<file path="config.mk">
export PLATFORM = sky130hd
export DESIGN_NAME = qq_top
export DESIGN_NICKNAME = d
export VERILOG_FILES = /design/src/hdl/qq_ctl_pkg.sv /design/src/hdl/qq_key_pkg.sv /design/src/hdl/qq_link_if.sv /design/src/hdl/qq_top.sv /design/src/hdl/qq_cell.sv /design/src/hdl/qq_fsm.sv
export VERILOG_INCLUDE_DIRS = /design/src /design/src/hdl
export SDC_FILE = /design/constraint.sdc
export NUM_CORES = 1
export LEC_CHECK = 0
export BUFFER_PORTS_ARGS = -buffer_cell sky130_fd_sc_hd__buf_2
export CORE_MARGIN = 10
export CORE_UTILIZATION = 50
export DETAILED_ROUTE_END_ITERATION = 6
export PLACE_DENSITY = 0.69
export SYNTH_ARGS = -nofsm -noshare
export SYNTH_HDL_FRONTEND = slang
export SYNTH_HIERARCHICAL = 1
export SYNTH_SLANG_ARGS = --single-unit
</file>
<file path="constraint.sdc">
create_clock -name clk -period 8 [get_ports clk]
set_input_delay 1.6 -clock clk [delete_from_list [all_inputs] [get_ports clk]]
set_output_delay 1.6 -clock clk [all_outputs]
set_load 0.02 [all_outputs]
</file>
<file path="src/hdl/qq_params.svh">
`ifndef QQ_PARAMS_SVH
`define QQ_PARAMS_SVH

// ----------------------------------------------------------------------
// queue sizing
// ----------------------------------------------------------------------

// key width in bits
`define QQ_KEY_W 16

// slots per cell, power of two, 4 or more
`define QQ_DEPTH 4

// cells in the chain
`define QQ_CELLS 4

// capacity is QQ_DEPTH * QQ_CELLS keys

`endif
</file>
<file path="src/hdl/qq_ctl_pkg.sv">
// controller encodings of a queue cell
package qq_ctl_pkg;

    // ------------------------------------------------------------------
    // cell FSM states
    // ------------------------------------------------------------------

    typedef enum logic [2:0] {
        INIT1 = 3'd0,  // clear address, flag cell empty
        INIT2 = 3'd1,  // fill slots with MAX_KEY
        IDLE  = 3'd2,  // ready for a command
        ENQ1  = 3'd3,  // insertion walk
        ENQRT = 3'd4,  // push displaced key right
        DEQ1  = 3'd5,  // shift walk
        DEQRT = 3'd6   // pull head of right cell
    } state_t;

    // ------------------------------------------------------------------
    // datapath steering
    // ------------------------------------------------------------------

    // write data of the slot registers
    typedef enum logic [1:0] {
        W_RAM   = 2'd0,  // slot read port, for the shift
        W_TEMP  = 2'd1,  // temp register
        W_RIGHT = 2'd2,  // head of right neighbour
        W_MAX   = 2'd3   // empty marker
    } wsel_t;

    // read address = write address + offset
    typedef enum logic [1:0] {
        OFS_0 = 2'd0,
        OFS_1 = 2'd1,
        OFS_2 = 2'd2
    } rofs_t;

endpackage

</file>
<file path="src/hdl/qq_key_pkg.sv">
`include "qq_params.svh"

// key and slot types shared by the cells, the links and the top
package qq_key_pkg;

    // ------------------------------------------------------------------
    // key
    // ------------------------------------------------------------------

    typedef logic [`QQ_KEY_W-1:0] key_t;

    // all ones marks an empty slot, never enqueued
    localparam key_t MAX_KEY = '1;

    // ------------------------------------------------------------------
    // slot index inside one cell
    // ------------------------------------------------------------------

    typedef logic [$clog2(`QQ_DEPTH)-1:0] addr_t;

endpackage

</file>
<file path="src/hdl/qq_link_if.sv">
`timescale 1ns/10ps

// link between cell k (left) and cell k+1 (right)
interface qq_link_if;

    logic             enq;      // one cycle push of data_lt
    logic             deq;      // one cycle pop of right cell
    qq_key_pkg::key_t data_lt;  // key pushed right
    qq_key_pkg::key_t head;     // slot 0 of right cell
    logic             rdy;      // right cell idle

    // left cell drives the commands
    modport left (
        output enq,
        output deq,
        output data_lt,
        input  head,
        input  rdy
    );

    // right cell answers with head and ready
    modport right (
        input  enq,
        input  deq,
        input  data_lt,
        output head,
        output rdy
    );

endinterface

</file>
<file path="src/hdl/qq_top.sv">
`timescale 1ns/10ps
`include "qq_params.svh"

module qq_top (
    input  logic              clk,
    input  logic              rst,
    input  logic              enq_valid_i,
    input  qq_key_pkg::key_t  enq_key_i,
    output logic              enq_ready_o,
    output logic              deq_valid_o,
    output qq_key_pkg::key_t  deq_key_o,
    input  logic              deq_ready_i
);

    localparam int CELLS = `QQ_CELLS;
    localparam int CAP   = `QQ_DEPTH * `QQ_CELLS;
    localparam int CW    = $clog2(CAP + 1);

    // per cell command side, index k is the input of cell k
    logic              c_enq   [CELLS];
    logic              c_deq   [CELLS];
    qq_key_pkg::key_t  c_key   [CELLS];
    logic              c_rdy   [CELLS];
    logic              c_empty [CELLS];
    qq_key_pkg::key_t  c_head  [CELLS];

    logic              enq_fire;
    logic              deq_fire;
    logic [CW-1:0]     q_cnt;     // keys held, including ones still rippling

    // ------------------------------------------------------------------
    // handshakes on cell 0
    // ------------------------------------------------------------------

    assign enq_ready_o = c_rdy[0] && (q_cnt != CW'(CAP));
    assign deq_valid_o = c_rdy[0] && !c_empty[0];
    assign enq_fire    = enq_valid_i && enq_ready_o;
    assign deq_fire    = deq_valid_o && deq_ready_i && !enq_fire;  // enqueue wins
    assign deq_key_o   = c_head[0];

    assign c_enq[0] = enq_fire;
    assign c_deq[0] = deq_fire;
    assign c_key[0] = enq_key_i;

    always_ff @(posedge clk) begin
        if (rst) begin
            q_cnt <= '0;
        end else if (enq_fire) begin
            q_cnt <= q_cnt + 1'b1;
        end else if (deq_fire) begin
            q_cnt <= q_cnt - 1'b1;
        end
    end

    // ------------------------------------------------------------------
    // cell chain
    // ------------------------------------------------------------------

    for (genvar k = 0; k < CELLS; k++) begin : g_cell
        qq_link_if u_link ();

        qq_cell u_cell (
            .clk     (clk),
            .rst     (rst),
            .enq_i   (c_enq[k]),
            .deq_i   (c_deq[k]),
            .key_i   (c_key[k]),
            .rdy_o   (c_rdy[k]),
            .full_o  (),
            .empty_o (c_empty[k]),
            .head_o  (c_head[k]),
            .link    (u_link)
        );

        if (k < CELLS - 1) begin : g_mid
            assign c_enq[k+1]  = u_link.enq;
            assign c_deq[k+1]  = u_link.deq;
            assign c_key[k+1]  = u_link.data_lt;
            assign u_link.head = c_head[k+1];
            assign u_link.rdy  = c_rdy[k+1];
        end else begin : g_end
            // nothing beyond the last cell, pushes fall off here
            assign u_link.head = qq_key_pkg::MAX_KEY;
            assign u_link.rdy  = 1'b1;
        end
    end

endmodule

</file>
<file path="src/hdl/qq_cell.sv">
`timescale 1ns/10ps
`include "qq_params.svh"

module qq_cell (
    input  logic              clk,
    input  logic              rst,
    input  logic              enq_i,    // from left neighbour or top
    input  logic              deq_i,
    input  qq_key_pkg::key_t  key_i,
    output logic              rdy_o,
    output logic              full_o,
    output logic              empty_o,
    output qq_key_pkg::key_t  head_o,   // smallest key of the cell
    qq_link_if.left           link      // to right neighbour
);

    localparam int DEPTH = `QQ_DEPTH;

    qq_key_pkg::key_t   ram [DEPTH];  // sorted slots, ascending
    qq_key_pkg::key_t   temp_q;       // key in flight
    qq_key_pkg::key_t   ram_out;
    qq_key_pkg::key_t   wr_data;
    qq_key_pkg::addr_t  wr_addr_q;
    qq_key_pkg::addr_t  rd_addr;
    qq_key_pkg::addr_t  rd_ofs;
    logic               full_q;
    logic               empty_q;
    logic               t_gt_ram;

    // strobes from the FSM
    logic               sel_t;
    logic               ld_t;
    logic               clr_wraddr;
    logic               incr_wraddr;
    logic               we;
    logic               set_full;
    logic               clr_full;
    logic               set_empty;
    logic               clr_empty;
    qq_ctl_pkg::rofs_t  rofs;
    qq_ctl_pkg::wsel_t  wsel;

    // ------------------------------------------------------------------
    // slot storage and read ports
    // ------------------------------------------------------------------

    always_comb begin
        case (rofs)
            qq_ctl_pkg::OFS_1: rd_ofs = qq_key_pkg::addr_t'(1);
            qq_ctl_pkg::OFS_2: rd_ofs = qq_key_pkg::addr_t'(2);
            default:           rd_ofs = '0;
        endcase
    end

    assign rd_addr = wr_addr_q + rd_ofs;  // wraps within the cell
    assign ram_out = ram[rd_addr];
    assign head_o  = ram[0];

    always_comb begin
        case (wsel)
            qq_ctl_pkg::W_RAM:   wr_data = ram_out;    // shift up
            qq_ctl_pkg::W_TEMP:  wr_data = temp_q;
            qq_ctl_pkg::W_RIGHT: wr_data = link.head;
            default:             wr_data = qq_key_pkg::MAX_KEY;
        endcase
    end

    always_ff @(posedge clk) begin
        if (we) begin
            ram[wr_addr_q] <= wr_data;
        end
    end

    // ------------------------------------------------------------------
    // temp register and comparator
    // ------------------------------------------------------------------

    always_ff @(posedge clk) begin
        if (ld_t) begin
            temp_q <= sel_t ? ram_out : key_i;  // displaced key or new key
        end
    end

    assign t_gt_ram     = (temp_q > ram_out);
    assign link.data_lt = temp_q;                // overflow key goes right

    // ------------------------------------------------------------------
    // flag and address registers
    // ------------------------------------------------------------------

    always_ff @(posedge clk) begin
        if (rst) begin
            wr_addr_q <= '0;
            full_q    <= 1'b0;
            empty_q   <= 1'b1;
        end else begin
            if (clr_wraddr) begin
                wr_addr_q <= '0;
            end else if (incr_wraddr) begin
                wr_addr_q <= wr_addr_q + qq_key_pkg::addr_t'(1);
            end
            if (set_full) begin
                full_q <= 1'b1;  // last slot holds a key
            end else if (clr_full) begin
                full_q <= 1'b0;
            end
            if (set_empty) begin
                empty_q <= 1'b1; // slot 0 is MAX_KEY
            end else if (clr_empty) begin
                empty_q <= 1'b0;
            end
        end
    end

    assign full_o  = full_q;
    assign empty_o = empty_q;

    // ------------------------------------------------------------------
    // controller
    // ------------------------------------------------------------------

    qq_fsm u_fsm (
        .clk           (clk),
        .rst           (rst),
        .enq_i         (enq_i),
        .deq_i         (deq_i),
        .t_gt_ram_i    (t_gt_ram),
        .full_i        (full_q),
        .ram_out_i     (ram_out),
        .wr_addr_i     (wr_addr_q),
        .rd_addr_i     (rd_addr),
        .rt_rdy_i      (link.rdy),
        .rdy_o         (rdy_o),
        .sel_t_o       (sel_t),
        .ld_t_o        (ld_t),
        .clr_wraddr_o  (clr_wraddr),
        .incr_wraddr_o (incr_wraddr),
        .we_o          (we),
        .enq_o         (link.enq),
        .deq_o         (link.deq),
        .set_full_o    (set_full),
        .clr_full_o    (clr_full),
        .set_empty_o   (set_empty),
        .clr_empty_o   (clr_empty),
        .rofs_o        (rofs),
        .wsel_o        (wsel)
    );

endmodule

</file>
<file path="src/hdl/qq_fsm.sv">
`timescale 1ns/10ps
`include "qq_params.svh"

module qq_fsm (
    input  logic               clk,
    input  logic               rst,
    input  logic               enq_i,          // command from left
    input  logic               deq_i,
    input  logic               t_gt_ram_i,     // temp > slot read
    input  logic               full_i,
    input  qq_key_pkg::key_t   ram_out_i,
    input  qq_key_pkg::addr_t  wr_addr_i,
    input  qq_key_pkg::addr_t  rd_addr_i,
    input  logic               rt_rdy_i,       // right neighbour idle
    output logic               rdy_o,
    output logic               sel_t_o,        // 0 key_i, 1 slot read
    output logic               ld_t_o,
    output logic               clr_wraddr_o,
    output logic               incr_wraddr_o,
    output logic               we_o,
    output logic               enq_o,          // push to right
    output logic               deq_o,          // pop of right
    output logic               set_full_o,
    output logic               clr_full_o,
    output logic               set_empty_o,
    output logic               clr_empty_o,
    output qq_ctl_pkg::rofs_t  rofs_o,
    output qq_ctl_pkg::wsel_t  wsel_o
);

    localparam qq_key_pkg::addr_t LAST = qq_key_pkg::addr_t'(`QQ_DEPTH - 1);

    qq_ctl_pkg::state_t state_q;
    qq_ctl_pkg::state_t state_d;
    logic               at_max;  // slot on read port is empty

    assign at_max = (ram_out_i == qq_key_pkg::MAX_KEY);

    // ------------------------------------------------------------------
    // state register
    // ------------------------------------------------------------------

    always_ff @(posedge clk) begin
        if (rst) begin
            state_q <= qq_ctl_pkg::INIT1;
        end else begin
            state_q <= state_d;
        end
    end

    // ------------------------------------------------------------------
    // next state and strobes
    // ------------------------------------------------------------------

    always_comb begin
        state_d       = state_q;
        rdy_o         = 1'b0;
        sel_t_o       = 1'b0;
        ld_t_o        = 1'b0;
        clr_wraddr_o  = 1'b0;
        incr_wraddr_o = 1'b0;
        we_o          = 1'b0;
        enq_o         = 1'b0;
        deq_o         = 1'b0;
        set_full_o    = 1'b0;
        clr_full_o    = 1'b0;
        set_empty_o   = 1'b0;
        clr_empty_o   = 1'b0;
        rofs_o        = qq_ctl_pkg::OFS_0;  // read the write slot
        wsel_o        = qq_ctl_pkg::W_RAM;

        case (state_q)
            qq_ctl_pkg::INIT1: begin
                clr_wraddr_o = 1'b1;
                set_empty_o  = 1'b1;
                clr_full_o   = 1'b1;
                state_d      = qq_ctl_pkg::INIT2;
            end

            // one slot per cycle gets the empty marker
            qq_ctl_pkg::INIT2: begin
                wsel_o = qq_ctl_pkg::W_MAX;
                we_o   = 1'b1;
                if (wr_addr_i == LAST) begin
                    clr_wraddr_o = 1'b1;
                    state_d      = qq_ctl_pkg::IDLE;
                end else begin
                    incr_wraddr_o = 1'b1;
                end
            end

            qq_ctl_pkg::IDLE: begin
                rdy_o        = 1'b1;
                clr_wraddr_o = 1'b1;  // every walk starts at slot 0
                // address left at last slot by a pull, full follows that slot
                if (wr_addr_i == LAST) begin
                    if (full_i && at_max) begin
                        clr_full_o = 1'b1;
                    end
                    if (!full_i && !at_max) begin
                        set_full_o = 1'b1;
                    end
                end
                if (enq_i) begin
                    sel_t_o = 1'b0;  // temp <= key_i
                    ld_t_o  = 1'b1;
                    state_d = qq_ctl_pkg::ENQ1;
                end else if (deq_i) begin
                    state_d = qq_ctl_pkg::DEQ1;
                end
            end

            // temp sinks until it meets a larger key, swapping as it goes
            qq_ctl_pkg::ENQ1: begin
                clr_empty_o = 1'b1;
                if (!t_gt_ram_i) begin
                    wsel_o  = qq_ctl_pkg::W_TEMP;  // slot <= temp
                    we_o    = 1'b1;
                    sel_t_o = 1'b1;                // temp <= old slot
                    ld_t_o  = 1'b1;
                end
                if (at_max) begin
                    // key landed in a free slot
                    clr_wraddr_o = 1'b1;
                    if (wr_addr_i == LAST) begin
                        set_full_o = 1'b1;
                    end
                    state_d = qq_ctl_pkg::IDLE;
                end else if (wr_addr_i == LAST) begin
                    state_d = qq_ctl_pkg::ENQRT;   // temp overflows right
                end else begin
                    incr_wraddr_o = 1'b1;
                end
            end

            qq_ctl_pkg::ENQRT: begin
                if (rt_rdy_i) begin
                    enq_o        = 1'b1;  // data_lt is temp
                    clr_wraddr_o = 1'b1;
                    state_d      = qq_ctl_pkg::IDLE;
                end
            end

            // slot i <= slot i+1
            qq_ctl_pkg::DEQ1: begin
                rofs_o = qq_ctl_pkg::OFS_1;
                wsel_o = qq_ctl_pkg::W_RAM;
                we_o   = 1'b1;
                if (at_max) begin
                    clr_wraddr_o = 1'b1;
                    if (wr_addr_i == '0) begin
                        set_empty_o = 1'b1;  // only key just left
                    end
                    state_d = qq_ctl_pkg::IDLE;
                end else begin
                    incr_wraddr_o = 1'b1;
                    if (rd_addr_i == LAST) begin
                        state_d = qq_ctl_pkg::DEQRT;
                    end
                end
            end

            // last slot <= right head, right pops next cycle
            qq_ctl_pkg::DEQRT: begin
                wsel_o = qq_ctl_pkg::W_RIGHT;
                if (rt_rdy_i) begin
                    we_o    = 1'b1;
                    deq_o   = 1'b1;
                    state_d = qq_ctl_pkg::IDLE;  // keeps address for full check
                end
            end

            default: begin
                state_d = qq_ctl_pkg::INIT1;
            end
        endcase
    end

endmodule

</file>
### After elaboration in Yosys (flattened, before gate mapping)

Memories as Yosys holds them, arrays and structs flattened.
Index checks and enable logic that the tools add are counted.

| word-level totals | value |
|---|---|
| register bits | 90 |
| memories | 4 |
| word-level logic and storage cells | 279 |
| input port bits | 20 |
| output and inout bits | 18 |
| memory bits (writable) | 256 |

| operators by class | value |
|---|---|
| multiplexer cells | 134 |
| reductions and logical operators | 42 |
| add/sub/neg operators | 10 |
| eq/ne operators | 71 |
| order comparisons | 4 |

Memory list:

| memory | depth | width | rd ports | clocked after Yosys merged registers in | wr ports | line | text |
|---|---|---|---|---|---|---|---|
| g_cell[0].u_cell.ram | 4 | 16 | 2 | 0 | 1 | qq_cell.sv:19 | `qq_key_pkg::key_t ram [DEPTH];` |
| g_cell[1].u_cell.ram | 4 | 16 | 2 | 0 | 1 | qq_cell.sv:19 |  |
| g_cell[2].u_cell.ram | 4 | 16 | 2 | 0 | 1 | qq_cell.sv:19 |  |
| g_cell[3].u_cell.ram | 4 | 16 | 2 | 0 | 1 | qq_cell.sv:19 |  |

Operators with widths:

| operator | count |
|---|---|
| $pmux W16 S3 | 3 |
| $mux W3 | 31 |
| $pmux W3 S6 | 4 |
| $eq A16 B16 Y1 const B | 4 |
| $gt A16 B16 Y1 | 4 |
| $mux W1 | 64 |
| $mux W16 | 4 |
| $reduce_or A2 Y1 | 19 |
| $eq A3 B3 Y1 const B | 12 |
| $ne A3 B3 Y1 const B | 12 |
| $pmux W16 S2 | 1 |
| $eq A3 B2 Y1 const B | 8 |
| $pmux W1 S3 | 8 |
| $pmux W2 S3 | 4 |
| $eq A2 B2 Y1 const B | 11 |
| $pmux W2 S2 | 4 |
| $reduce_and A5 Y1 | 3 |
| $eq A3 B1 Y1 const B | 4 |
| $logic_not A3 Y1 | 4 |
| $pmux W1 S2 | 6 |
| $pmux W1 S4 | 3 |
| $logic_not A2 Y1 | 5 |
| $mux W5 | 2 |
| $add A2 B1 Y2 const B | 4 |
| other kinds (14) | 37 |

### Logic depth before layout (Yosys ltp)

An unclocked memory read counts as a cell.

| depth | value |
|---|---|
| depth in word-level cells | 11 |
| gate-level depth with buffers | 20 |
| mapped depth without buffers | 17 |

### Modules after synthesis

Netlist, hierarchy kept.

By module, submodules not included:

| module | instances | cells each | area each (µm²) | sequential area each (µm²) |
|---|---|---|---|---|
| qq_cell | 4 | 243 | 3997.6 | 2482.4 |
| qq_fsm | 4 | 79 | 546.8 | 60.1 |
| qq_top | 1 | 41 | 377.9 | 100.1 |

### Worst setup path after synthesis

No wires, ideal clock.

| timing path | value |
|---|---|
| path type | reg2reg |
| start point | reg g_cell[0].u_cell.u_fsm.state_q[1] |
| end point | reg g_cell[0].u_cell.temp_q[10], data pin |
| data arrival time | 4153 ps |
| setup slack | 3587 ps |
| required time | 7740 ps |
| period minus slack after synthesis | 4413 ps |
| buffers on the path | 4 |
| cell stages (with the launch flop) | 20 |
| cell sequence | dfxtp_1 buf_4 nand3b_1 inv_1 nor2b_1 ha_1 xnor2_2 xnor2_2 buf_6 mux4_2 inv_1 ha_1 a21oi_1 nand2_1 a221o_1 o31a_1 nor2b_1 buf_1 clkbuf_1 mux2_2 |

| on the way | value |
|---|---|
| longest elaborated chain between the ends | 10 |
| elaborated cells between the ends (all ways) | 12 |
| classes of those cells | add/sub: 1; order compare: 1; eq/ne: 4; mux: 5; memory: 1 |

Ends and longest elaborated chain:

| element | line | text |
|---|---|---|
| start: declaration | qq_fsm.sv:33 | `qq_ctl_pkg::state_t state_q;` |
| start signal: assignment | qq_fsm.sv:45 | `state_q <= qq_ctl_pkg::INIT1;` |
| start signal: assignment | qq_fsm.sv:47 | `state_q <= state_d;` |
| $eq A3 B3 Y1 (*) | qq_fsm.sv:72 | `case (state_q)` |
| $mux W1 (*) | qq_fsm.sv:72 |  |
| via g_cell[0].u_cell.rofs[0] | qq_cell.sv:40 | `qq_ctl_pkg::rofs_t rofs;` |
| $eq A1 B2 Y1 or $eq A1 B1 Y1 (tied branches) | qq_cell.sv:48 | `case (rofs)` |
| $pmux W2 S2 (*) | qq_cell.sv:48 |  |
| $add A2 B2 Y2 (*) | qq_cell.sv:55 | `assign rd_addr = wr_addr_q + rd_ofs;` |
| via g_cell[0].u_cell.rd_addr[1] | qq_cell.sv:24 | `qq_key_pkg::addr_t rd_addr;` |
| $mem_v2 Z4 W16 (*) | -- |  |
| via g_cell[0].u_cell.ram_out[14] | qq_cell.sv:21 | `qq_key_pkg::key_t ram_out;` |
| $gt A16 B16 Y1 (*) | qq_cell.sv:84 | `assign t_gt_ram = (temp_q > ram_out);` |
| via g_cell[0].u_cell.t_gt_ram | qq_cell.sv:28 | `logic t_gt_ram;` |
| $mux W1 (*) | qq_fsm.sv:116 | `if (!t_gt_ram_i) begin` |
| $mux W1 (*) | -- |  |
| via g_cell[0].u_cell.sel_t | qq_cell.sv:31 | `logic sel_t;` |
| $mux W16 (*) | qq_cell.sv:80 | `temp_q <= sel_t ? ram_out : key_i;` |
| end signal: assignment | qq_cell.sv:80 |  |
| end: declaration | qq_cell.sv:20 | `qq_key_pkg::key_t temp_q;` |

Mark *: on every way through the listed nets, which the timed path passes. The rest lies on a longest branch.
A chain may end at the register's enable or synchronous reset.

### Worst setup path in the final report

| timing path | value |
|---|---|
| start point | reg g_cell[0].u_cell.u_fsm.state_q[2] |
| end point | mem g_cell[0].u_cell/ram[0][0] (netlist name), data pin |

| on the way | value |
|---|---|
| longest elaborated chain between the ends | 11 |
| elaborated cells between the ends (all ways) | 17 |
| classes of those cells | add/sub: 1; order compare: 1; eq/ne: 8; mux: 5; reduce/logical: 1; memory: 1 |

Ends and longest elaborated chain:

| element | line | text |
|---|---|---|
| $eq A3 B3 Y1 (*) | qq_fsm.sv:72 |  |
| $mux W1 (*) | qq_fsm.sv:72 |  |
| via g_cell[0].u_cell.rofs[0] | qq_cell.sv:40 |  |
| $eq A1 B2 Y1 or $eq A1 B1 Y1 (tied branches) | qq_cell.sv:48 |  |
| $pmux W2 S2 (*) | qq_cell.sv:48 |  |
| $add A2 B2 Y2 (*) | qq_cell.sv:55 |  |
| $mem_v2 Z4 W16 (*) | -- |  |
| via g_cell[0].u_cell.ram_out[14] | qq_cell.sv:21 |  |
| $gt A16 B16 Y1 (*) | qq_cell.sv:84 |  |
| via g_cell[0].u_cell.t_gt_ram | qq_cell.sv:28 |  |
| $mux W1 (*) | qq_fsm.sv:116 |  |
| $pmux W2 S3 (*) | qq_fsm.sv:72 |  |
| via g_cell[0].u_cell.wsel[0] | qq_cell.sv:41 | `qq_ctl_pkg::wsel_t wsel;` |
| $eq A2 B2 Y1, or another cell as far along | qq_cell.sv:60 | `case (wsel)` |
| $pmux W16 S3 (*) | qq_cell.sv:60 |  |
| via g_cell[0].u_cell.wr_data[0] | qq_cell.sv:22 | `qq_key_pkg::key_t wr_data;` |
| end: declaration | qq_cell.sv:19 |  |

Marks and branches as above.

==> metrics.cfg <==
[placed_design]
pre_cts_ws_ps = 1880
port_buffers = 37
routabilityCongestion = 0.817
dp_hpwl_mm = 28.0
dp_cells = 1724

[clocking]
postCtsSetupBuffers = 0
cts_buffers = 36
ctsHoldBuffers = 0
clock-root-buffer = clkbuf_16
clock-sinks = 346
cts.clk_slew.worst_paths_ps = 60
cts_tree = done
post_cts_resized = 0
clock_latency_ps = 530
cts_htree_levels = 2
clockBufferDepth = 3

[critical_path]
criticalPathCategory = flip-flop to flip-flop
end_kind = flip-flop
slowest_delay_ps = 1060
cp.required_ps = 8270
path_depth = 17
cpMaxStageDelayCell = nor2b_1
cp_top_family = simple AND/OR/NAND/NOR gates
cp_data_arrival_time_ps = 6350
cp_max_fo = 19
path_cells = nand3b_1 > inv_1 > nor2b_1 > ha_1 > xnor2_2 > xnor2_2 > mux4_2 > inv_1 > ha_1 > nand4_1 > nor4_1 > a21boi_0 > o31a_1 > a21oi_1 > nor2b_1 > a22oi_1 > o21a_1
cp_num_buf_inv = 2
worstSetupStartpointType = flip-flop
rr_worst_depth = 17

[power_and_ir_drop]
ir_drop_mv = 0.275
internal-power_uw = 4910
pwr-share-comb_pct = 39.0
power_switching_uw = 2680
swShare_pct = 35.3
power_leakage_uw = 0.00705
pwr-share-seq_pct = 39.7
p_clk_share_pct = 21.3
p_per_area_mw_per_mm2 = 385

[global_route]
grt_start_max_net_pins = 28
track_usage_pct = 18.1
first_global_vias = 10702
grt_overflow_total = 0
grt_first_pass_wirelength_mm = 63.0
antenna_found_initial = 1

[finish]
nets = 1409
post-route-util_pct = 55.3
drive_gt1_share_pct = 18.6
multi_input_area_mm2 = 0.00729
register_area_mm2 = 0.0101
instances_no_fill = 1787
n_antenna_cell = 0
nFillCells = 2856
syn2layout_area_growth_pct = 8.66

[sta]
final.setup.tns_ps = 0
drv_slew = 0
fmax_ghz = 0.164
slew_headroom_pct = 10.1
hold_ws_ps = 496
rsz0062_at_grt = false
period_minus_slack_ps = 6080
fin_crit_sh_pct = 76.0
setup_violations = 0
tightest_slew_ps = 1350
fin_worst_skew_ps = 12.0
final.setup.worst_slack_ps = 1920
hold_viol_final = 0

[floorplanning]
std_cell_rows = 69
die_h_um = 211
start_util_pct = 50.9
die-area_mm2 = 0.0443
die_w_um = 211
core_area_mm2 = 0.0357
ioPinCount = 38

[detailed_routing]
antenna_left = 0
wire_per_inst_um = 22.4
finalWirelength_mm = 40.1
num_vias = 10668
dr.pass1.iters = 5
drc = 0
initialDrtViolationCount = 625
via_per_inst = 5.97

[synthesis]
syn_area_per_cell_um2 = 14.3
synth_cells = 1266
yosys_warnings = 6
synth_area_mm2 = 0.0182

[job]
cap_viol_max_count = 0

[min_path]
min_path_cells = 2
hold_class = flip-flop to flip-flop

[outcome]
status = complete, no violations

worst paths after layout:
path / from / to / slack (ps)
worst max-delay path: g_cell[0].u_cell/u_fsm/state_q[2] / g_cell[0].u_cell/ram[0][0] / 1920
worst min-delay path: q_cnt[2] / q_cnt[2] / 500
worst max register to register: g_cell[0].u_cell/u_fsm/state_q[2] / g_cell[0].u_cell/ram[0][0] / 1920
worst min register to register: q_cnt[2] / q_cnt[2] / 500
state kept, by name, summed over array words and instances, names as in the netlist:
name                         flops
q_cnt                            5
g_cell.u_cell/empty_o            1
g_cell.u_cell/link.data_lt      64
g_cell.u_cell/ram              256
g_cell.u_cell/u_fsm/state_q     12
g_cell.u_cell/wr_addr_q          8
area by class of cell:
cell class / count / area share [%]
Multi-Input combinational cell: 781 / 37.0
Clock inverter: 17 / 0.679
Tap cell: 461 / 2.92
Timing Repair Buffer: 47 / 1.32
Clock buffer: 46 / 5.07
Inverter: 89 / 1.69
Sequential cell: 346 / 51.4
layer usage:
metal  routed length, µm  GRT usage, %  share of wire, %
met3                1690          2.45               4.2
met2               19700          31.0                49
met5                   0             0                 0
met1               17700          23.4                44
met4                 964          5.72               2.4
worst register-to-register path: cells and delay by family (launching register included):
family | cells | cell delay [ps]
simple gates | 5 | 1950
compound gates | 5 | 1050
xor+xnor | 2 | 1000
flops | 1 | 680
fa+ha+maj | 2 | 520
mux | 1 | 470
buf+inv | 2 | 180
power groups by stage:
stage	Clock, µW	Sequential, µW	Combinational [µW]
after CTS	1650	3010	2970
after detailed placement	0	3050	2940
final	1620	3010	2960
after global placement	0	3040	2860
after global routing	1730	3060	3260
after floorplan	0	2920	2320
cells in the final DEF, fill, tap and decap left out, types with 9 or more instances in the layout:
cell type    n
a21o_1      13
a21oi_1     47
and2_1      32
buf_2       37
buf_4       10
clkbuf_16   37
conb_1      23
dfxtp_1     26
edfxtp_1   320
ha_1        87
inv_1       88
mux2_2      64
mux4_1      32
mux4_2      32
nand2_1     30
nand2b_1    72
nand3_1      9
nand4_1     28
nor2_1      30
nor2b_1     32
nor3_1      16
o21a_1      13
o21ai_0     25
o221a_1     40
o221a_2     20
per-stage QoR:
stage,cell area (µm²),power [µW]
finish,19700,7590
global route,19700,8050
CTS,19700,7640
detailed placement,18600,5990
global placement,18600,5900
floorplan,18200,5240
Power figures use the tool's default switching activity.
